### config.mk
export PLATFORM = sky130hd
export DESIGN_NAME = lsu_response
export DESIGN_NICKNAME = d
export VERILOG_FILES = /design/src/rtl/lsu_pkg.sv /design/src/rtl/lsu_response.sv
export VERILOG_INCLUDE_DIRS = /design/src /design/src/rtl
export SDC_FILE = /design/constraint.sdc
export NUM_CORES = 1
export LEC_CHECK = 0
export BUFFER_PORTS_ARGS = -buffer_cell sky130_fd_sc_hd__buf_2
export CAP_MARGIN = 20
export CORE_ASPECT_RATIO = 0.9
export CORE_MARGIN = 10
export CORE_UTILIZATION = 40
export DETAILED_ROUTE_END_ITERATION = 8
export GPL_TIMING_DRIVEN = 0
export PLACE_DENSITY = 0.92
export SYNTH_ARGS = -nofsm -noshare
export SYNTH_HDL_FRONTEND = slang
export SYNTH_SLANG_ARGS = --single-unit
### constraint.sdc
create_clock -name vclk -period 1.8
set_clock_uncertainty 0.1 [all_clocks]
set_input_delay 0 -clock vclk [all_inputs]
set_output_delay 0 -clock vclk [all_outputs]
set_load 0.005 [all_outputs]
### src/rtl/lsu_defs.svh
`ifndef LSU_DEFS_SVH
`define LSU_DEFS_SVH

// Data memory size in bytes, power of two
`define LSU_MEM_BYTES 1024

// First byte address of the data memory
`define LSU_BASE_ADDR 32'h0100_0000 // Aligned to the memory size

// Address and data width of the core
`define LSU_XLEN 32

// Word index width into the memory, derived from the size above
`define LSU_WIDX_W ($clog2(`LSU_MEM_BYTES / 4))

// Number of 32-bit words in the memory
`define LSU_MEM_WORDS (`LSU_MEM_BYTES / 4)

`endif
### src/rtl/lsu_pkg.sv
package lsu_pkg;

	// Load/store opcodes
	// Bit 3 marks a store, low bits follow the RV32 funct3 layout
	typedef enum logic [3:0] {
		LSU_LB  = 4'b0000, // Byte, sign extended
		LSU_LH  = 4'b0001, // Halfword, sign extended
		LSU_LW  = 4'b0010, // Full word
		LSU_LBU = 4'b0100, // Byte, zero extended
		LSU_LHU = 4'b0101, // Halfword, zero extended
		LSU_SB  = 4'b1000,
		LSU_SH  = 4'b1001,
		LSU_SW  = 4'b1010
	} lsu_op_e;

	// Fault code returned with each response
	typedef enum logic [1:0] {
		FAULT_NONE  = 2'd0,
		FAULT_RANGE = 2'd1, // Some byte of the access outside the memory
		FAULT_ALIGN = 2'd2  // Odd halfword or word off a 4-byte boundary
	} lsu_fault_e;

endpackage

### src/rtl/lsu_response.sv
`timescale 1ns/1ns
`include "lsu_defs.svh"

module lsu_response
	import lsu_pkg::*;
(
	input  logic                 valid_i,      // Stage one valid
	input  lsu_op_e              op_i,
	input  logic [1:0]           byte_off_i,
	input  lsu_fault_e           fault_i,
	input  logic [`LSU_XLEN-1:0] rd_word_i,    // Word from the RAM
	output logic                 resp_valid_o,
	output lsu_fault_e           resp_fault_o,
	output logic [`LSU_XLEN-1:0] resp_rdata_o,
	output logic                 commit_o      // Store write to the RAM
);

	logic [`LSU_XLEN-1:0] lane_word; // Addressed byte moved to bit 0
	logic [7:0]           ld_byte;
	logic [15:0]          ld_half;
	logic [`LSU_XLEN-1:0] ld_data;
	logic                 is_store;
	logic                 clean;     // Valid and without fault

	assign lane_word = rd_word_i >> {byte_off_i, 3'b000};
	assign ld_byte   = lane_word[7:0];
	assign ld_half   = lane_word[15:0];

	assign is_store = op_i inside {LSU_SB, LSU_SH, LSU_SW};
	assign clean    = valid_i && (fault_i == FAULT_NONE);

	// Extension per opcode
	always_comb begin
		case (op_i)
			LSU_LB: begin
				ld_data = {{(`LSU_XLEN-8){ld_byte[7]}}, ld_byte};
			end
			LSU_LH: begin
				ld_data = {{(`LSU_XLEN-16){ld_half[15]}}, ld_half};
			end
			LSU_LBU: begin
				ld_data = {{(`LSU_XLEN-8){1'b0}}, ld_byte};
			end
			LSU_LHU: begin
				ld_data = {{(`LSU_XLEN-16){1'b0}}, ld_half};
			end
			LSU_LW: begin
				ld_data = rd_word_i; // Word is aligned, no shift needed
			end
			default: begin
				ld_data = '0; // Stores return nothing
			end
		endcase
	end

	// Response for the request taken one edge back
	assign resp_valid_o = valid_i;
	assign resp_fault_o = valid_i ? fault_i : FAULT_NONE;
	assign resp_rdata_o = clean ? ld_data : '0; // Faulting loads give zero

	// Memory changes only for a clean store
	assign commit_o = clean && is_store;

endmodule

## Yosys cells after proc, flatten, opt, wreduce, memory -nomap -nowiden

Index checks and enable logic that the tools add are counted.

- Register bits after elaboration: 0
- Input port bits: 41
- Output and inout port bits: 36
- Word-level logic and storage cells: 16

- Equality and inequality tests: 7
- Shift-type cells: 1
- Multiplexer cells: 3
- Reductions and logical operators: 5

Operators by type and width:

| operator | number |
|---|---|
| $pmux W32 S5 | 1 |
| $mux W32 | 1 |
| $shr A32 B5 Y16 | 1 |
| $eq A4 B4 Y1 const B | 3 |
| $eq A4 B3 Y1 const B | 2 |
| $eq A4 B1 Y1 const B | 1 |
| $eq A4 B2 Y1 const B | 1 |
| $logic_not A4 Y1 | 1 |
| $reduce_bool A3 Y1 | 1 |
| $logic_and A1 B1 Y1 | 2 |
| $logic_not A2 Y1 | 1 |
| $mux W2 | 1 |

## Depth between registers and ports, before layout

Gate-level depths: netlist of run 1.

- Word-level depth: 3
- Gate-level depth with buffers: 6
- Gate-level depth less buffers: 4

## Least setup slack after synthesis of run 1

No wires, ideal clock.

- Path type: input to output
- Start point: input port byte_off_i[0]
- End point: output port resp_rdata_o[6]
- Arrival time: 1.080 ns
- Data required time: 1.700 ns
- Setup slack: 0.620 ns
- Stages on the path: 5
- Path buffers: 2
- Cells stage by stage: buf_4 > buf_2 > mux4_2 > a22oi_1 > nor2_1

- Word-level cells in the longest chain between the ends: 3

RTL lines:

| item | line | text |
|---|---|---|
| from (decl) | lsu_response.sv:9 | `input logic [1:0] byte_off_i,` |
| $shr A32 B5 Y16 | lsu_response.sv:25 | `assign lane_word = rd_word_i >> {byte_off_i, 3'b000};` |
| $pmux W32 S5 | lsu_response.sv:34 | `case (op_i)` |
| $mux W32 | lsu_response.sv:59 | `assign resp_rdata_o = clean ? ld_data : '0;` |
| to (decl) | lsu_response.sv:14 | `` output logic [`LSU_XLEN-1:0] resp_rdata_o, `` |

Every way passes these cells.

## Final worst setup path of run 1

- Start point: input port op_i[3]
- End point: output port resp_rdata_o[10]

- Word-level cells in the longest chain between the ends: 3
- Elaborated cells between the ends (all ways): 7
- Classes of those cells: eq/ne (4); mux (2); reduce/logical (1)

RTL lines:

| item | line | text |
|---|---|---|
| from (decl) | lsu_response.sv:8 | `input lsu_op_e op_i,` |
| $eq A4 B2 Y1, or another cell as far along | lsu_response.sv:34 |  |
| $pmux W32 S5 * | lsu_response.sv:34 |  |
| $mux W32 * | lsu_response.sv:59 |  |

Every way passes the cells marked *; elsewhere a longest branch is shown, timed or not.

==> results by group, run 1 <==
Layout
  • Nets: 240
  • Seq_cells: 0
  • Share of layout cells above drive strength 1: 50.8%
  • P&R area growth vs syn: 46.3%
  • Post-Layout Cell Count: about 220
  • ANT cells: 0
  • Commonest non-fill, non-tap cell in the layout: buf_2
  • Multi-input logic area: between 700 and 800 um2
  • Final instance area: between 1000 and 1500 um2
  • Most frequent cells in the layout: 77 x buf_2, 39 x nand2_1, 15 x a22oi_1
  • Layout clock buffers: 0
  • Seq. cell area: 0 um2
  • Fill cells: approximately 200

Min path
  • Hold Startpoint: valid_i
  • Hold crit path type: input pin to output pin

Power and ir drop
  • Peak VDD IR: roughly 0.000082 V
  • Static Leakage: ~0.7 nW
  • Power Density: roughly 170 nW/um2
  • Psw: between 0.1 and 0.15 mW
  • Sequential share of power: 0%
  • Comb power frac: 100.0%
  • Net Sw Frac: about half
  • Clk pwr share: 0%
  • Internal power: 0.104 mW

Yosys
  • Syn Nets: approximately 160
  • Syn_area_per_cell: between 7 and 8 um2
  • Post-synth cell types: 30
  • Yosys warns: 0
  • Seq/Total Area, Yosys: 0%
  • Cells after Synth: ~120
  • Post-synthesis cell area: between 800 and 900 um2

Die
  • Core area: ~2000 um2
  • Die ar.: about 4400 um2
  • Die X: just under 70 um
  • Initial Util: a little over two fifths
  • Num ports: 77
  • Die H: 64.2 um
  • # rows: 15

Timing
  • Final setup fails: 0
  • Fin Hold WS: 192 ps
  • Fin crit period: around 1500 ps
  • RSZ-0062 raised after global routing: false
  • Relative slew slack: 58.5%
  • Max Clock Freq: around 650 MHz
  • Post-route clock period utilization: around 86%
  • Final setup margin: 260 ps
  • Slew @ Worst Pin: just over 600 ps
  • Slew Viols, Final: 0
  • Hold Vio Cnt, Final: 0
  • Setup_tns: 0 ps

Route
  • Initial DRT Pass Iterations: 4
  • 1st-iter DRT viols: 65
  • Via count: 1238
  • Antenna-violating nets left: 0
  • Vias per Instance: 5.58
  • Post-DR wirelength/cell: 17.3 um
  • Routed wire length: approximately 3.8 mm
  • Drt drc: 0

Global routing
  • First-pass GRT wire length: 5.90 mm
  • Vias in the first global route: 1170
  • Largest net degree at the start of global routing: 11
  • Total grt overflow: 0
  • Initial antenna violation count: 0
  • GRT Util Overall: 15.1%

Placed design
  • Port bufs: 74
  • HPWL Detailed: 3.22 mm
  • Post-DP Area: 1270 um2
  • Placed cell count: 222
  • Place WS: ~300 ps
  • Gpl congestion: about 0.9

Worst setup path
  • Crit-path cells: buf_4 > nor2_1 > nand3_1 > a21oi_1 > buf_2
  • Buf+Inv Stages, Crit Path: 2
  • Worst Path Arrival: between 1000 and 1500 ps
  • CP max stage delay: 500 ps
  • Worst Setup End Kind: output pin
  • CP startpoint kind: input pin
  • CP required: approximately 1700 ps
  • WS Path Type: input pin to output pin
  • Crit-path leading delay family: simple AND/OR/NAND/NOR gates
  • CP Max Fanout: 9
  • Crit-path slowest cell: nor2_1
  • CP startpoint: op_i[3]

Status
  • Status: finished, final reports clean

CTS
  • Setup Buffers After CTS: 0
  • # resized after CTS: 0
  • Hold Buf Count CTS: 0

Run
  • Max-cap viol count: 0
synthesized netlist by cell type:
master	count	share of area, %
nor4_4	1	2.4
buf_4	4	3.5
mux4_2	7	18
buf_2	3	1.7
a21o_2	1	1.0
mux2i_1	3	3.5
nand3_1	1	0.58
a32oi_1	1	1.0
and3_1	1	0.72
a21oi_1	8	4.6
nor4b_4	1	2.7
o211ai_2	1	1.4
or2_2	1	0.72
a22o_1	1	1.0
inv_1	2	0.86
or3b_4	1	1.3
nand3b_1	1	0.86
and2_2	2	1.7
a22oi_1	15	13
a2111oi_0	1	1.0
nor3b_4	1	2.2
o2bb2ai_1	6	6.1
o211ai_1	1	0.86
nand2_1	39	17
nor2_1	11	4.8
nor4_2	1	1.4
clkbuf_1	2	0.86
buf_6	2	2.6
o21ai_0	2	1.2
nor2b_1	2	1.4
stage by stage:
| step | total power [mW] | util (%) |
|---|---|---|
| detailed placement | 0.209 | 63.8 |
| CTS | 0.210 | 63.8 |
| finish | 0.212 | 63.8 |
| floorplan | 0.120 | - |
| global route | 0.229 | 63.8 |
| global placement | 0.203 | 63.8 |
cells by family after synthesis:
| group | synth area share (%) |
|---|---|
| buffers and inverters | 9.51 |
| multiplexers | 21.6 |
| AO/OA/AOI/OAI | 31.1 |
| AND/OR/NAND/NOR | 37.8 |
per-layer routing:
layer	wire length, um	track usage, %
met2	1960	26.1
met3	387	2.93
met5	0	0
met4	48	3.77
met1	1440	18.7
cell type report:
type                            count  area share [%]
Buffer                             11            5.91
Multi-Input combinational cell    110            61.9
Inverter                            2           0.591
Timing Repair Buffer               74            29.2
Tap cell                           25            2.46
path summary, 6_finish.rpt:
check,cells past startpoint,to
hold / removal,3,resp_valid_o
setup / recovery,5,resp_rdata_o[10]
power groups by stage:
stage	clock network (mW)	logic (mW)	registers, mW
6_report	0	0.212	0
5_1_grt	0	0.229	0
4_1_cts	0	0.210	0
3_5_place_dp	0	0.209	0
3_3_place_gp	0	0.203	0
2_1_floorplan	0	0.120	0
tightest hold or removal path, delay by kind of cell:
family | cells | cell delay [ps]
buffers and inverters | 3 | 290
Note: power is estimated with default switching activity, not from simulation.
==> run 2: changes to the inputs <==
BUFFER_PORTS_ARGS = -buffer_cell sky130_fd_sc_hd__buf_4   (was -buffer_cell sky130_fd_sc_hd__buf_2)
==> run 2 against run 1 <==
Global-route usage is 0.61 points higher. Largest power group unchanged. Largest cell class unchanged. Count of clock-buffer cells in the layout stayed put. Sequential share of layout area stayed put. Hold slack worse by 12 ps. Wire length is 5.8% higher. Cell count stayed put. First-iteration DRC count is 23% lower.
==> results by group, run 2 (synthesized netlist as in run 1, its figures left out) <==
Placed design
  • HPWL Detailed: roughly 3.4 mm
  • Placed cell count: around 220
  • Gpl congestion: around 0.94
  • Port bufs: 74

Timing
  • Setup_tns: 0 ps
  • Final setup fails: 0
  • Hold Vio Cnt, Final: 0
  • Post-route clock period utilization: 86.1%
  • RSZ-0062 raised after global routing: false
  • Fin crit period: between 1500 and 2000 ps
  • Slew @ Worst Pin: ~620 ps
  • Slew Viols, Final: 0
  • Relative slew slack: around 58%
  • Max Clock Freq: 645 MHz

Route
  • Routed wire length: just over 4 mm
  • Initial DRT Pass Iterations: 4
  • Antenna-violating nets left: 0
  • Vias per Instance: approximately 5.9
  • Post-DR wirelength/cell: 18.3 um
  • Via count: between 1000 and 1500
  • 1st-iter DRT viols: 50
  • Drt drc: 0

Power and ir drop
  • Internal power: about 0.13 mW
  • Comb power frac: 100.0%
  • Psw: 0.110 mW
  • Clk pwr share: 0%
  • Power Density: 166 nW/um2
  • Net Sw Frac: 45.4%
  • Sequential share of power: 0%
  • Peak VDD IR: 0.000117 V
  • Static Leakage: around 0.74 nW

Layout
  • Post-Layout Cell Count: 222
  • Nets: 240
  • Layout clock buffers: 0
  • Share of layout cells above drive strength 1: 50.8%
  • Commonest non-fill, non-tap cell in the layout: buf_4
  • Seq_cells: 0
  • ANT cells: 0
  • Most frequent cells in the layout: 78 x buf_4, 39 x nand2_1, 15 x a22oi_1
  • Seq. cell area: 0 um2
  • P&R area growth vs syn: 67.6%

Worst setup path
  • CP Max Fanout: 9
  • CP required: 1700 ps
  • Worst Setup End Kind: output pin
  • CP startpoint kind: input pin
  • WS Path Type: input pin to output pin
  • Worst Path Arrival: around 1500 ps

Die
  • Num ports: 77
  • Initial Util: 43.6%
  • Core area: between 1500 and 2000 um2
  • Die X: around 70 um
  • Die ar.: around 4400 um2
  • # rows: 15
  • Die H: approximately 64 um

CTS
  • # resized after CTS: 0
  • Hold Buf Count CTS: 0
  • Setup Buffers After CTS: 0

Global routing
  • Initial antenna violation count: 0
  • GRT Util Overall: roughly 16%
  • Met1 usage: around 18%
  • Total grt overflow: 0
  • Grt met3 use: between 3 and 4%
  • First-pass GRT wire length: 6.13 mm
  • Largest net degree at the start of global routing: 11
  • Vias in the first global route: ~1200
  • Met2 Track Usage GR: 30.5%
  • Most Crowded Layer GR: met2

Min path
  • Worst Hold Path EP: resp_rdata_o[31]
  • Hold Startpoint: rd_word_i[31]
  • Hold crit path type: input pin to output pin
  • Hold path cells: 4

Status
  • Status: finished, final reports clean

Run
  • Max-cap viol count: 0
-- run 2: cell counts in the layout (fill, tap and decap cells not counted) --
Identical to the previous run, type by type.
-- run 2: power by group through the flow --
stage	logic (mW)	clock network [mW]	registers (mW)
final	0.242	0	0
after global routing	0.258	0	0
after CTS	0.238	0	0
after detailed placement	0.238	0	0
after global placement	0.231	0	0
after floorplan	0.120	0	0
-- run 2: cell type report --
type / instances / area (um2)
tap: 25 / 31.3
fill: 159 / 534
timing repair buffer: 74 / 556
inverter: 2 / 7.51
multi-input combinational: 110 / 786
buffer: 11 / 75.1
-- run 2: critical path: stages --
cell and delay [ps]:
buf_4 150, nor2_1 500, nand3_1 380, a21oi_1 270, buf_4 140
-- run 2: worst max-delay path by stage --
| stage | from | depth (start not counted) | slack [ps] | endpoint |
|---|---|---|---|---|
| 2_1_floorplan | byte_off_i[0] | 5 | 620 | resp_rdata_o[6] |
| 4_1_cts | fault_i[1] | 7 | 280 | resp_rdata_o[26] |
| 5_1_grt | op_i[3] | 5 | 150 | resp_rdata_o[8] |
| 3_5_place_dp | fault_i[1] | 7 | 280 | resp_rdata_o[26] |
| 3_3_place_gp | byte_off_i[0] | 7 | 330 | resp_rdata_o[6] |
| 6_report | op_i[3] | 5 | 250 | resp_rdata_o[8] |
-- run 2: per-layer routing --
metal,up-vias,share of wire [%]
li1,607,-
met5,-,0
met2,86,51
met3,4,10
met4,0,0.94
met1,617,38
-- run 2: per-stage QoR --
stage	power, mW	util [%]	hold WS [ps]	setup slack (ps)	instance area (um2)
2_1_floorplan	0.120	-	-51.6	620	868
3_3_place_gp	0.231	73.1	172	326	1460
3_5_place_dp	0.238	73.1	183	282	1460
4_1_cts	0.238	73.1	183	279	1460
5_1_grt	0.258	73.1	191	153	1460
6_report	0.242	73.1	180	250	1460
