### config.mk
export PLATFORM = sky130hd
export DESIGN_NAME = lsu_access_check
export DESIGN_NICKNAME = d
export VERILOG_FILES = /design/src/rtl/lsu_pkg.sv /design/src/rtl/lsu_access_check.sv
export VERILOG_INCLUDE_DIRS = /design/src /design/src/rtl
export SDC_FILE = /design/constraint.sdc
export NUM_CORES = 1
export LEC_CHECK = 0
export BUFFER_PORTS_ARGS = -buffer_cell sky130_fd_sc_hd__buf_2
export CAP_MARGIN = 0
export CORE_MARGIN = 2
export CORE_UTILIZATION = 43
export DETAILED_ROUTE_END_ITERATION = 8
export PLACE_DENSITY = 0.77
export SLEW_MARGIN = 20
export SYNTH_ARGS = -nofsm -noshare
export SYNTH_HDL_FRONTEND = slang
export SYNTH_SLANG_ARGS = --single-unit
### constraint.sdc
create_clock -name clk -period 1.5 [get_ports clk]
set_clock_uncertainty 0.1 [all_clocks]
set_input_delay 0.225 -clock clk [delete_from_list [all_inputs] [get_ports clk]]
set_output_delay 0.225 -clock clk [all_outputs]
set_load 0.03 [all_outputs]
### src/rtl/lsu_defs.svh
`ifndef LSU_DEFS_SVH
`define LSU_DEFS_SVH

// Data memory size in bytes, power of two
`define LSU_MEM_BYTES 1024

// First byte address of the data memory
`define LSU_BASE_ADDR 32'h0100_0000 // Aligned to the memory size

// Address and data width of the core
`define LSU_XLEN 32

// Word index width into the memory, derived from the size above
`define LSU_WIDX_W ($clog2(`LSU_MEM_BYTES / 4))

// Number of 32-bit words in the memory
`define LSU_MEM_WORDS (`LSU_MEM_BYTES / 4)

`endif
### src/rtl/lsu_pkg.sv
package lsu_pkg;

	// Load/store opcodes
	// Bit 3 marks a store, low bits follow the RV32 funct3 layout
	typedef enum logic [3:0] {
		LSU_LB  = 4'b0000, // Byte, sign extended
		LSU_LH  = 4'b0001, // Halfword, sign extended
		LSU_LW  = 4'b0010, // Full word
		LSU_LBU = 4'b0100, // Byte, zero extended
		LSU_LHU = 4'b0101, // Halfword, zero extended
		LSU_SB  = 4'b1000,
		LSU_SH  = 4'b1001,
		LSU_SW  = 4'b1010
	} lsu_op_e;

	// Fault code returned with each response
	typedef enum logic [1:0] {
		FAULT_NONE  = 2'd0,
		FAULT_RANGE = 2'd1, // Some byte of the access outside the memory
		FAULT_ALIGN = 2'd2  // Odd halfword or word off a 4-byte boundary
	} lsu_fault_e;

endpackage

### src/rtl/lsu_access_check.sv
`timescale 1ns/1ns
`include "lsu_defs.svh"

module lsu_access_check
	import lsu_pkg::*;
(
	input  logic                   clk,
	input  logic                   arst_n_i,
	input  logic                   req_i,      // Request strobe
	input  lsu_op_e                op_i,
	input  logic [`LSU_XLEN-1:0]   addr_i,     // Byte address
	input  logic [`LSU_XLEN-1:0]   wdata_i,    // Store data, right aligned
	output logic                   valid_o,    // Stage one holds a request
	output lsu_op_e                op_o,
	output logic [1:0]             byte_off_o,
	output lsu_fault_e             fault_o,
	output logic [`LSU_WIDX_W-1:0] word_idx_o,
	output logic [3:0]             wr_be_o,    // Store byte enables
	output logic [`LSU_XLEN-1:0]   wr_data_o   // Store data in its lanes
);

	logic [2:0]           acc_bytes;  // 1, 2 or 4
	logic [1:0]           off;
	logic                 mis_align;
	logic [`LSU_XLEN:0]   last_byte;  // One bit wider so the sum never wraps
	logic [`LSU_XLEN:0]   mem_end;    // First byte past the memory
	logic                 in_range;
	lsu_fault_e           fault_d;
	logic [3:0]           be_d;
	logic [`LSU_XLEN-1:0] data_d;

	assign off = addr_i[1:0];

	// Access width from the opcode
	always_comb begin
		case (op_i)
			LSU_LB, LSU_LBU, LSU_SB: acc_bytes = 3'd1;
			LSU_LH, LSU_LHU, LSU_SH: acc_bytes = 3'd2;
			default:                 acc_bytes = 3'd4;
		endcase
	end

	// Halfwords need an even address, words a multiple of four
	assign mis_align = ((acc_bytes == 3'd2) && off[0]) ||
		((acc_bytes == 3'd4) && (off != 2'b00));

	// First and last byte must both fall inside the window
	assign last_byte = {1'b0, addr_i} + {{(`LSU_XLEN-2){1'b0}}, acc_bytes} - 1'b1;
	assign mem_end   = {1'b0, `LSU_BASE_ADDR} + `LSU_MEM_BYTES;
	assign in_range  = (addr_i >= `LSU_BASE_ADDR) && (last_byte < mem_end);

	// Alignment wins over range
	always_comb begin
		if (mis_align) begin
			fault_d = FAULT_ALIGN;
		end else if (!in_range) begin
			fault_d = FAULT_RANGE;
		end else begin
			fault_d = FAULT_NONE;
		end
	end

	// Store lanes, little endian
	assign data_d = wdata_i << {off, 3'b000};

	always_comb begin
		case (op_i)
			LSU_SB:  be_d = 4'b0001 << off;
			LSU_SH:  be_d = 4'b0011 << off;
			LSU_SW:  be_d = 4'b1111;
			default: be_d = 4'b0000; // Loads write nothing
		endcase
	end

	// Stage valid
	always_ff @(posedge clk or negedge arst_n_i) begin
		if (!arst_n_i) begin
			valid_o <= 1'b0;
		end else begin
			valid_o <= req_i;
		end
	end

	// Stage payload, held between requests
	always_ff @(posedge clk) begin
		if (req_i) begin
			op_o       <= op_i;
			byte_off_o <= off;
			fault_o    <= fault_d;
			word_idx_o <= addr_i[`LSU_WIDX_W+1:2]; // Wraps like the RAM read
			wr_be_o    <= be_d;
			wr_data_o  <= data_d;
		end
	end

endmodule

# == Word level (Yosys, flattened, before mapping) ==
# Cells that the tools add are included.
# totals
reg_bits,53
in_bits,71
output_inout_bits,53
wordCells,33
# classes
add_sub_neg,2
magnitude_cmp,2
n_eq_ne,8
shifts,3
muxes,3
n_reduce_logical,8
# ops
operator,count
adder 32 x 3 -> 33 bit,1
"< comparator 33 x 25 -> 1 bit, second input constant",1
"subtractor 33 x 1 -> 33 bit, second input constant",1
">= comparator 32 x 25 -> 1 bit, second input constant",1
left shift 32 x 5 -> 32 bit,1
"== test 4 bit, second input constant",3
one-hot mux 4 bit (3 select lines),1
"== test 4 x 3 -> 1 bit, second input constant",2
one-hot mux 3 bit (2 select lines),1
OR reduction 3 bit,2
"== test 4 x 1 -> 1 bit, second input constant",1
logical NOT 4 bit,1
"left shift 1 x 2 -> 4 bit, first input constant",1
"left shift 2 x 2 -> 4 bit, first input constant",1
"== test 3 x 2 -> 1 bit, second input constant",1
"== test 3 bit, second input constant",1
logical AND 1 bit,3
nonzero test 2 bit,1
logical OR 1 bit,1
two-way mux 1 bit,1

# == Longest topological paths before layout ==
# Gate-level depths: netlist of run 1.
# depth
ltp_word,8
mapped_depth,16
mapped_depth_nobuf,15

# == Worst setup path before layout of run 1 ==
# Ideal clock, no wire load.
# synth_timing
path_type,input-to-reg
startpoint,input op_i[1]
endpoint,"register fault_o[0], data pin"
setup_ns,0.267
t_arrival_ns,2.986
required_time_ns,1.133
path_slack_ns,-1.853
stages,15
path_cell_list,buf_2 a21oi_1 ha_1 inv_1 ha_1 nor2b_1 o221ai_2 a21o_1 mux2i_1 a211o_1 or4_1 nor4_1 a41oi_1 nor4_1 a31oi_1
# synth_between
elab_chain_len,8
# synth_lines
element,line_no,text
"start, declared",lsu_access_check.sv:10,"input lsu_op_e op_i,"
== test 4 bit (tied with other cells),lsu_access_check.sv:36,case (op_i)
OR reduction 3 bit,lsu_access_check.sv:36,
one-hot mux 3 bit (2 select lines) *,lsu_access_check.sv:36,
adder 32 x 3 -> 33 bit,lsu_access_check.sv:48,"assign last_byte = {1'b0, addr_i} + {{(`LSU_XLEN-2){1'b0}}, acc_bytes} - 1'b1;"
subtractor 33 x 1 -> 33 bit,lsu_access_check.sv:48,
< comparator 33 x 25 -> 1 bit,lsu_access_check.sv:50,assign in_range = (addr_i >= `LSU_BASE_ADDR) && (last_byte < mem_end);
logical AND 1 bit,lsu_access_check.sv:50,
two-way mux 1 bit,lsu_access_check.sv:56,end else if (!in_range) begin
"end signal, assigned",lsu_access_check.sv:89,fault_o <= fault_d;
"end, declared",lsu_access_check.sv:16,"output lsu_fault_e fault_o,"
# Mark *: on every way between the ends. The rest lies on a longest branch, timed or not.
# A chain may end at the register's enable or synchronous reset.

# == Worst setup path after layout of run 1 ==
# layout_timing
startpoint,input op_i[3]
endpoint,"register fault_o[0], data pin"
# Same word-level chain as after synthesis.

==> summary by stage, run 1 <==
Flow run
The reported max-cap violation count is 0.

Floorplan
The region available for standard cell placement spans 0.01028 mm². The height of the die is 106.7 µm. In this run the horizontal extent of the chip is 106.7 µm.

For this design the top-level I/O count stands at 124. The die footprint is 0.01139 mm². For this configuration, the core starts out at a cell density of 44.14%.

The floorplan has 37 rows.

Drt
The first routing iteration left 227 violations. After detailed routing, the number of remaining DRC violations is 0. The number of iterations in the first detailed-routing pass is 5.

Dividing the detail-routed wire length by the instance count gives 15.39 µm. The routed via count divided by cell count is 5.276. The total vias in the final route is 4632. The final layout contains routed wiring with a total length of 13510 µm. The detail route stage leaves a number of antenna-violating nets equal to 0.

Timing
The post-layout worst setup margin is -1.641 ns. The final critical delay including setup and external delays is 3.141 ns. For the pin with the worst max-slew slack, the measured transition is 0.6175 ns. Setup violations remaining at the end of the flow were counted as 1. The number of hold violations in the final report is 0. Setup repair after global routing could not meet its margin everywhere.

Headroom to the max-slew limit came out at 58.31%. The worst hold-check slack is 0.02175 ns. Static timing analysis puts the maximum clock frequency at 318.4 MHz.

The share of the cycle needed by the critical path after routing is 209.4%. The number of max-slew violations in the final report is 0.

Placement
The final weighted congestion in routability-driven placement is 0.9444. Before CTS, the worst setup slack after placement is -1.933 ns. Once placement completed, the tool counted placed cells totaling 868. The count of buffers inserted at the top-level ports is 123. The standard cell area after detailed placement is 0.006312 mm². The half-perimeter wire length of the detailed placement result is 11190 µm.

Clock network
The clock tree buffer depth is 2. The number of sinks handled by clock tree synthesis is 53. The number of buffers added by the clock tree synthesis step is 5. TritonCTS built the clock tree. The cell chosen for the clock root is sky130_fd_sc_hd__clkbuf_8.

The clock-pin slew of the registers on the worst-case setup and hold paths is 0.09 ns. The level count of the clock H-tree is 2.

Synth
A synthesized cell averages 9.297 µm². Of all flip-flops after synthesis, the portion carrying an async set or reset was 1.887%. The fraction of post-synthesis cell area in the top cell type by area is 34.42%. The number of synthesis warnings is 0. In the synthesized netlist, the number of instances is 488. After synthesis the cells add up to 0.004537 mm².

Counting every net in the synthesized netlist gives 607. The number of different library cells in the post-synthesis netlist is 69. Of the synthesized area, sequential elements account for 34.97%.

The cell type contributing the most total cell area after synthesis is sky130_fd_sc_hd__edfxtp_1. The top flip-flop cell by instance count after synthesis is sky130_fd_sc_hd__edfxtp_1. The number of enable-type register cells in the synthesized netlist is 52.

After synthesis, the cell types taking the most area are sky130_fd_sc_hd__edfxtp_1 (34%), sky130_fd_sc_hd__ha_1 (13%), sky130_fd_sc_hd__mux2i_1 (4.4%). The synthesized design contains 53 register bits.

Worst setup path
The kind of start point of the critical path is a primary input. STA puts the critical path data arrival time at 3.11 ns. The data required time of the critical path is 1.47 ns. The category of the worst setup path capture point is a flip-flop. The type of the worst setup path is primary input to flip-flop. The largest fanout on the critical path is 3.

Outcome
The flow ran to the end, but the final reports show violations. The final reports fail on negative setup slack.

Global routing
The initial antenna violation count is 0. The aggregate global routing overflow is 0. The overall routing resource usage is 23.44%. The via count of the first global-routing pass was 4608. The global-route wire length before repair is 21360 µm. Entering global routing, the biggest net connects 54 pins.

Final layout
The relative area change from synthesis to final layout is 43.27%. The count of cells in the finished layout, fillers not included, comes to 878. For this run, the post-layout net count is 860. The number of antenna diodes in the final layout is 0. The filler cells instantiated in the layout total 897. The area of all placed cells without fillers is 0.006500 mm². The proportion of layout cells with a drive suffix above 1 is 40.03%.

Pwr
Power spread over the standard cell area amounts to 722.2 mW/mm². The static leakage power is 3.113 nW. The worst-case IR drop observed on VDD is 460.8 µV.

Worst hold path
The path class of the lowest-slack min-delay path is primary input to flip-flop.
## power breakdown
part / switching [W] / internal (W)
Sequential: 0.0000322 / 0.00177
Combinational: 0.00117 / 0.000971
Clock: 0.000433 / 0.000324
Total: 0.00163 / 0.00306
## cells in the mapped netlist (8+ instances only)
cell	count
sky130_fd_sc_hd__edfxtp_1	52
sky130_fd_sc_hd__ha_1	48
sky130_fd_sc_hd__inv_1	43
sky130_fd_sc_hd__a21oi_1	38
sky130_fd_sc_hd__nand2_1	30
sky130_fd_sc_hd__nor2_1	26
sky130_fd_sc_hd__nor2b_1	25
sky130_fd_sc_hd__o21ai_0	22
sky130_fd_sc_hd__mux2i_1	20
sky130_fd_sc_hd__nand2b_1	15
sky130_fd_sc_hd__a21o_1	14
sky130_fd_sc_hd__a211oi_1	12
sky130_fd_sc_hd__nand3_1	11
sky130_fd_sc_hd__and2_1	10
sky130_fd_sc_hd__clkbuf_1	8
sky130_fd_sc_hd__nor3_1	8
## critical path: stages
cell                       delay, ns
sky130_fd_sc_hd__buf_8          0.10
sky130_fd_sc_hd__a21oi_4        0.18
sky130_fd_sc_hd__ha_4           0.15
sky130_fd_sc_hd__inv_2          0.04
sky130_fd_sc_hd__ha_4           0.15
sky130_fd_sc_hd__or2_4          0.23
sky130_fd_sc_hd__o221ai_2       0.20
sky130_fd_sc_hd__a21o_1         0.19
sky130_fd_sc_hd__mux2i_1        0.08
sky130_fd_sc_hd__a211o_1        0.26
sky130_fd_sc_hd__or4_4          0.49
sky130_fd_sc_hd__nor4_4         0.32
sky130_fd_sc_hd__a41oi_2        0.15
sky130_fd_sc_hd__nor4_2         0.24
sky130_fd_sc_hd__a31oi_1        0.10
## routing by layer
metal / vias to the layer above / GRT usage, % / part of all wire, %
met1: 2139 / 27.82 / 42
met5: - / 0 / 0
met4: 0 / 7.143 / 1.8
met3: 21 / 4.255 / 6.3
li1: 2307 / - / -
met2: 165 / 42.86 / 50
## what timing repair did
item | 4_1_cts | 5_1_grt
hold buffers | 1 | 0
hold endpoints to repair | 1 | 0
pin swaps | 0 | 15
buffers inserted | 0 | 1
gates resized for setup | 1 | 20
setup endpoints to repair | 1 | 6
## sequential cells by signal, indices dropped and copies added (netlist names)
| register | flops |
|---|---|
| valid_o | 1 |
| wr_data_o | 32 |
| fault_o | 2 |
| word_idx_o | 8 |
| byte_off_o | 2 |
| op_o | 4 |
| wr_be_o | 4 |
## logic make-up after synthesis
| family | count (synthesis) | synth area share [%] |
|---|---|---|
| DFF | 53 | 34.97 |
| AOI/OAI and AO/OA | 143 | 21.24 |
| xor gates and xnor gates | 11 | 2.123 |
| and+or+nand+nor | 155 | 18.75 |
| muxes | 22 | 4.909 |
| buffers and inverters | 56 | 4.771 |
| adders and majority gates | 48 | 13.24 |
## area by class of cell
cell class	count	area, µm²	area share [%]
clock buffers	6	72.57	1.116
clock inverters	2	10.01	0.1540
inverters	43	161.4	2.483
multi-input cells	379	2823	43.43
flip-flops and latches	53	1587	24.41
well taps	136	170.2	2.618
repair buffers	259	1677	25.79
## path summary, 6_finish.rpt
path / startpoint / to / slack [ns] / cells after the start
setup / recovery: op_i[3] / fault_o[0]$_SDFFCE_PP0P_ / -1.64 / 15
hold / removal: addr_i[8] / word_idx_o[6]$_DFFE_PP_ / 0.02 / 1
max in group asynchronous: arst_n_i / valid_o$_DFF_PN0_ / 1.09 / 2
min in group asynchronous: arst_n_i / valid_o$_DFF_PN0_ / 0.12 / 2
## stage by stage
step / power [W] / setup TNS [ns] / utilization, %
2_1_floorplan: 0.002984 / -1.518 / -
3_3_place_gp: 0.003860 / -3.910 / 61.42
3_5_place_dp: 0.003901 / -4.465 / 61.42
4_1_cts: 0.004661 / -1.551 / 62.38
5_1_grt: 0.004963 / -1.732 / 63.25
6_report: 0.004694 / -1.641 / 63.25
## cells in the final DEF, fill, tap and decap left out, types with 3 or more instances in the layout
| master | Yosys | routed |
|---|---|---|
| sky130_fd_sc_hd__a211o_1 | 4 | 4 |
| sky130_fd_sc_hd__a211oi_1 | 12 | 12 |
| sky130_fd_sc_hd__a21o_1 | 14 | 14 |
| sky130_fd_sc_hd__a21oi_1 | 38 | 37 |
| sky130_fd_sc_hd__a21oi_2 | 3 | 3 |
| sky130_fd_sc_hd__a31o_2 | 3 | 3 |
| sky130_fd_sc_hd__a31oi_1 | 7 | 7 |
| sky130_fd_sc_hd__and2_1 | 10 | 10 |
| sky130_fd_sc_hd__buf_2 | 2 | 119 |
| sky130_fd_sc_hd__buf_4 | 1 | 135 |
| sky130_fd_sc_hd__clkbuf_8 | 0 | 5 |
| sky130_fd_sc_hd__edfxtp_1 | 52 | 52 |
| sky130_fd_sc_hd__ha_1 | 48 | 45 |
| sky130_fd_sc_hd__inv_1 | 43 | 39 |
| sky130_fd_sc_hd__inv_2 | 0 | 4 |
| sky130_fd_sc_hd__mux2i_1 | 20 | 20 |
| sky130_fd_sc_hd__nand2_1 | 30 | 30 |
| sky130_fd_sc_hd__nand2b_1 | 15 | 15 |
| sky130_fd_sc_hd__nand3_1 | 11 | 11 |
| sky130_fd_sc_hd__nand4_1 | 5 | 5 |
| sky130_fd_sc_hd__nor2_1 | 26 | 26 |
| sky130_fd_sc_hd__nor2b_1 | 25 | 23 |
| sky130_fd_sc_hd__nor3_1 | 8 | 8 |
| sky130_fd_sc_hd__nor4_1 | 5 | 3 |
| sky130_fd_sc_hd__o21a_1 | 3 | 3 |
| sky130_fd_sc_hd__o21ai_0 | 22 | 20 |
| sky130_fd_sc_hd__o21ai_1 | 2 | 4 |
| sky130_fd_sc_hd__o21bai_1 | 7 | 7 |
| sky130_fd_sc_hd__o311ai_0 | 3 | 3 |
| sky130_fd_sc_hd__xnor2_1 | 4 | 4 |
| sky130_fd_sc_hd__xor2_1 | 7 | 7 |
Power figures use the tool's default switching activity.
==> run 2, diff against run 1 <==
- BUFFER_PORTS_ARGS: -buffer_cell sky130_fd_sc_hd__buf_2 -> not set
- DONT_BUFFER_PORTS: not set -> 1
- PLACE_DENSITY: 0.77 -> 0.67
==> summary by stage, run 2 (same netlist as run 1, synthesis figures left out) <==
Outcome
The flow ran to the end, but the final reports show violations. The checks that failed: negative hold slack, negative setup slack.

Timing
The measured slew at the worst slew-check pin is 0.6536 ns (+0.03602 ns). The final critical delay including setup and external delays is 2.856 ns (-0.2849 ns). The final setup violation count was 1 (unchanged). The relative slew slack is 56.34% (-2.0 points). Setup repair after global routing could not meet its margin everywhere. The share of the cycle needed by the critical path after routing was 190.4% (-19 points). The post-layout worst setup margin came to -1.356 ns (+0.2849 ns). The post-route setup TNS is -1.356 ns (+0.2849 ns). The timing-limited maximum frequency is 350.1 MHz (+10%). The number of hold violations in the final report was 53 (+53). The number of max-slew violations in the final report is 0 (unchanged). The worst hold-check slack is -0.1462 ns (-0.1679 ns).

Clock network
The cell chosen for the clock root is sky130_fd_sc_hd__clkbuf_8. The level count of the clock H-tree is 2 (unchanged). The clock tree from TritonCTS is done. The number of sinks handled by clock tree synthesis came to 53 (unchanged). The hold buffer count at CTS is 20 (+19). The number of buffers added by the clock tree synthesis step is 5 (unchanged). The clock-pin slew of the registers on the worst-case setup and hold paths is 0.10 ns (about the same).

The clock tree buffer depth is 2 (unchanged).

Floorplan
The initial core utilization is 44.14% (unchanged). The number of top-level pins is 124 (unchanged). The height of the die was 106.7 µm (unchanged). The total number of placement rows is 37 (unchanged).

The width of the chip is 106.7 µm (unchanged). The die footprint is 0.01139 mm² (unchanged). The placeable core area is 0.01028 mm² (unchanged).

Worst setup path
The largest fanout on the critical path is 4 (+1). The worst setup path is launched from a primary input. The highest-delay cell along the critical path is sky130_fd_sc_hd__or4_1.

STA classifies the critical path endpoint as a flip-flop. The stage delay of the slowest cell on the critical path is 0.41 ns (-0.08 ns). The gate family responsible for the most delay along the worst path is simple AND/OR/NAND/NOR gates. The count of buffer and inverter cells on the critical path came to 1 (-1).

The number of stages on the worst setup path was 14 (-1). The signal arrival time at the worst endpoint is 2.81 ns (-0.30 ns). Traced cell by cell, the critical path runs through a21oi_4, ha_1, inv_2, ha_4, or2_1, o221ai_2, a21o_1, mux2i_1, a211o_1, or4_1, nor4_2, a41oi_1, nor4_2, a31oi_1. The data required time of the critical path is 1.45 ns (-0.02 ns). By startpoint and endpoint, the worst setup path is classified as primary input to flip-flop. Among the stages of the critical path, the cell type that occurs most often is sky130_fd_sc_hd__nor4_2.

Pwr
The static leakage power is 2.620 nW (-16%). The worst IR drop on VDD is 623.7 µV (+35%). The power per standard cell area is 782.0 mW/mm² (+8.3%).

Global routing
The overall routing resource usage is 22.25% (-1.2 points). The initial antenna violation count is 0 (unchanged). The via count of the first global-routing pass is 4200 (-8.9%). The maximum number of pins on one net before global-route repair is 54 (unchanged). The global-route wire length before repair came to 20210 µm (-5.4%).

The aggregate global routing overflow is 0 (unchanged).

Final layout
The fill cell instance count of the final layout is 938 (+4.6%). The largest registers in the layout are wr_data_o x32, word_idx_o x8. The number of nets in the final layout is 736 (-14%). The non-filler instance count after layout is 754 (-14%). wr_data_o holds more flip-flops than any other register. In the layout the commonest cells are sky130_fd_sc_hd__buf_4 (115), sky130_fd_sc_hd__edfxtp_1 (52), sky130_fd_sc_hd__ha_1 (46).

The proportion of layout cells with a drive suffix above 1 is 24.76% (-15 points). The number of inserted diodes is 0 (unchanged). The flip-flop count of the largest register, all copies and words added came to 32 (unchanged). The relative area change from synthesis to final layout is 30.45%. The most frequent standard cell in the layout excluding fill and tap cells is sky130_fd_sc_hd__buf_4.

Placement
The final weighted congestion in routability-driven placement is 0.9323 (-1.3%). The cell count after placement is 726 (-16%). The count of buffers inserted at the top-level ports is 0 (-100%). The half-perimeter wire length of the detailed placement result is 10380 µm (-7.2%).

Drt
The number of DRC violations after detailed-routing iteration 0 is 249 (+9.7%). The routed via count divided by cell count came to 5.653 (+7.1%). The number of iterations in the first detailed-routing pass is 4 (-1). The DRC violation count after routing came to 0 (unchanged). The total vias in the final route is 4262 (-8.0%).

The total wire length after detailed routing was 13040 µm (-3.5%). The per-cell routed wire length was 17.30 µm (+12%). The number of antenna-violating nets in the routed design is 0 (unchanged).

Worst hold path
The number of cells traversed by the worst hold path is 0 (-1). The path class of the lowest-slack min-delay path is primary input to flip-flop.

Flow run
The reported max-cap violation count came to 0 (unchanged).
[run 2: cell types whose count changed in the layout (fill, tap and decap cells not counted), moves of 2 or more]
| cell | change |
|---|---|
| sky130_fd_sc_hd__buf_2 | -119 |
| sky130_fd_sc_hd__buf_4 | -20 |
| sky130_fd_sc_hd__buf_6 | -2 |
| sky130_fd_sc_hd__clkinv_2 | -2 |
| sky130_fd_sc_hd__dlygate4sd3_1 | +19 |
| sky130_fd_sc_hd__nor4_2 | +2 |
[run 2: layer usage]
metal	track usage (%)	routed length, µm	up-vias
li1	-	-	2059
met1	26.43	5373	2026
met2	41.36	6546	161
met3	3.465	890	16
met4	6.122	231	0
met5	0	0	-
[run 2: cell type report]
class / count / area [µm²] / area share [%]
Sequential cell: 53 / 1587 / 26.81
Clock inverter: 3 / 46.29 / 0.7822
Tap cell: 136 / 170.2 / 2.875
Multi-Input combinational cell: 379 / 2821 / 47.67
Clock buffer: 5 / 68.82 / 1.163
Timing Repair Buffer: 135 / 1064 / 17.97
Inverter: 43 / 161.4 / 2.727
[run 2: path summary, 6_finish.rpt]
path	start	end	slack, ns
setup / recovery	op_i[2]	fault_o[0]$_SDFFCE_PP0P_	-1.36
hold / removal	req_i	valid_o$_DFF_PN0_	-0.15
max in group asynchronous	arst_n_i	valid_o$_DFF_PN0_	0.64
min in group asynchronous	arst_n_i	valid_o$_DFF_PN0_	0.56
[run 2: where the power goes]
group	switching, W	internal (W)	leakage, nW
sequential	0.000302	0.00178	0.516
combinational	0.000744	0.000828	2.05
clock	0.000474	0.000500	0.0543
[run 2: repair_timing]
item | in CTS | in global routing
hold endpoints to repair | 80 | 53
gates resized for setup | 1 | 11
pin swaps | 0 | 2
cloned | 0 | 0
endpoints found under the setup margin | 1 | 1
setup buffers | 0 | 0
[run 2: stage by stage]
| step | power, W | utilization, % | setup WS [ns] | cell area [µm²] |
|---|---|---|---|---|
| floorplan | 0.002984 | - | -1.518 | 4577 |
| global placement | 0.003552 | 53.92 | -1.703 | 5542 |
| detailed placement | 0.003586 | 53.92 | -1.763 | 5542 |
| CTS | 0.004614 | 57.05 | -1.389 | 5863 |
| global route | 0.004853 | 57.58 | -1.425 | 5918 |
| finish | 0.004628 | 57.58 | -1.356 | 5918 |
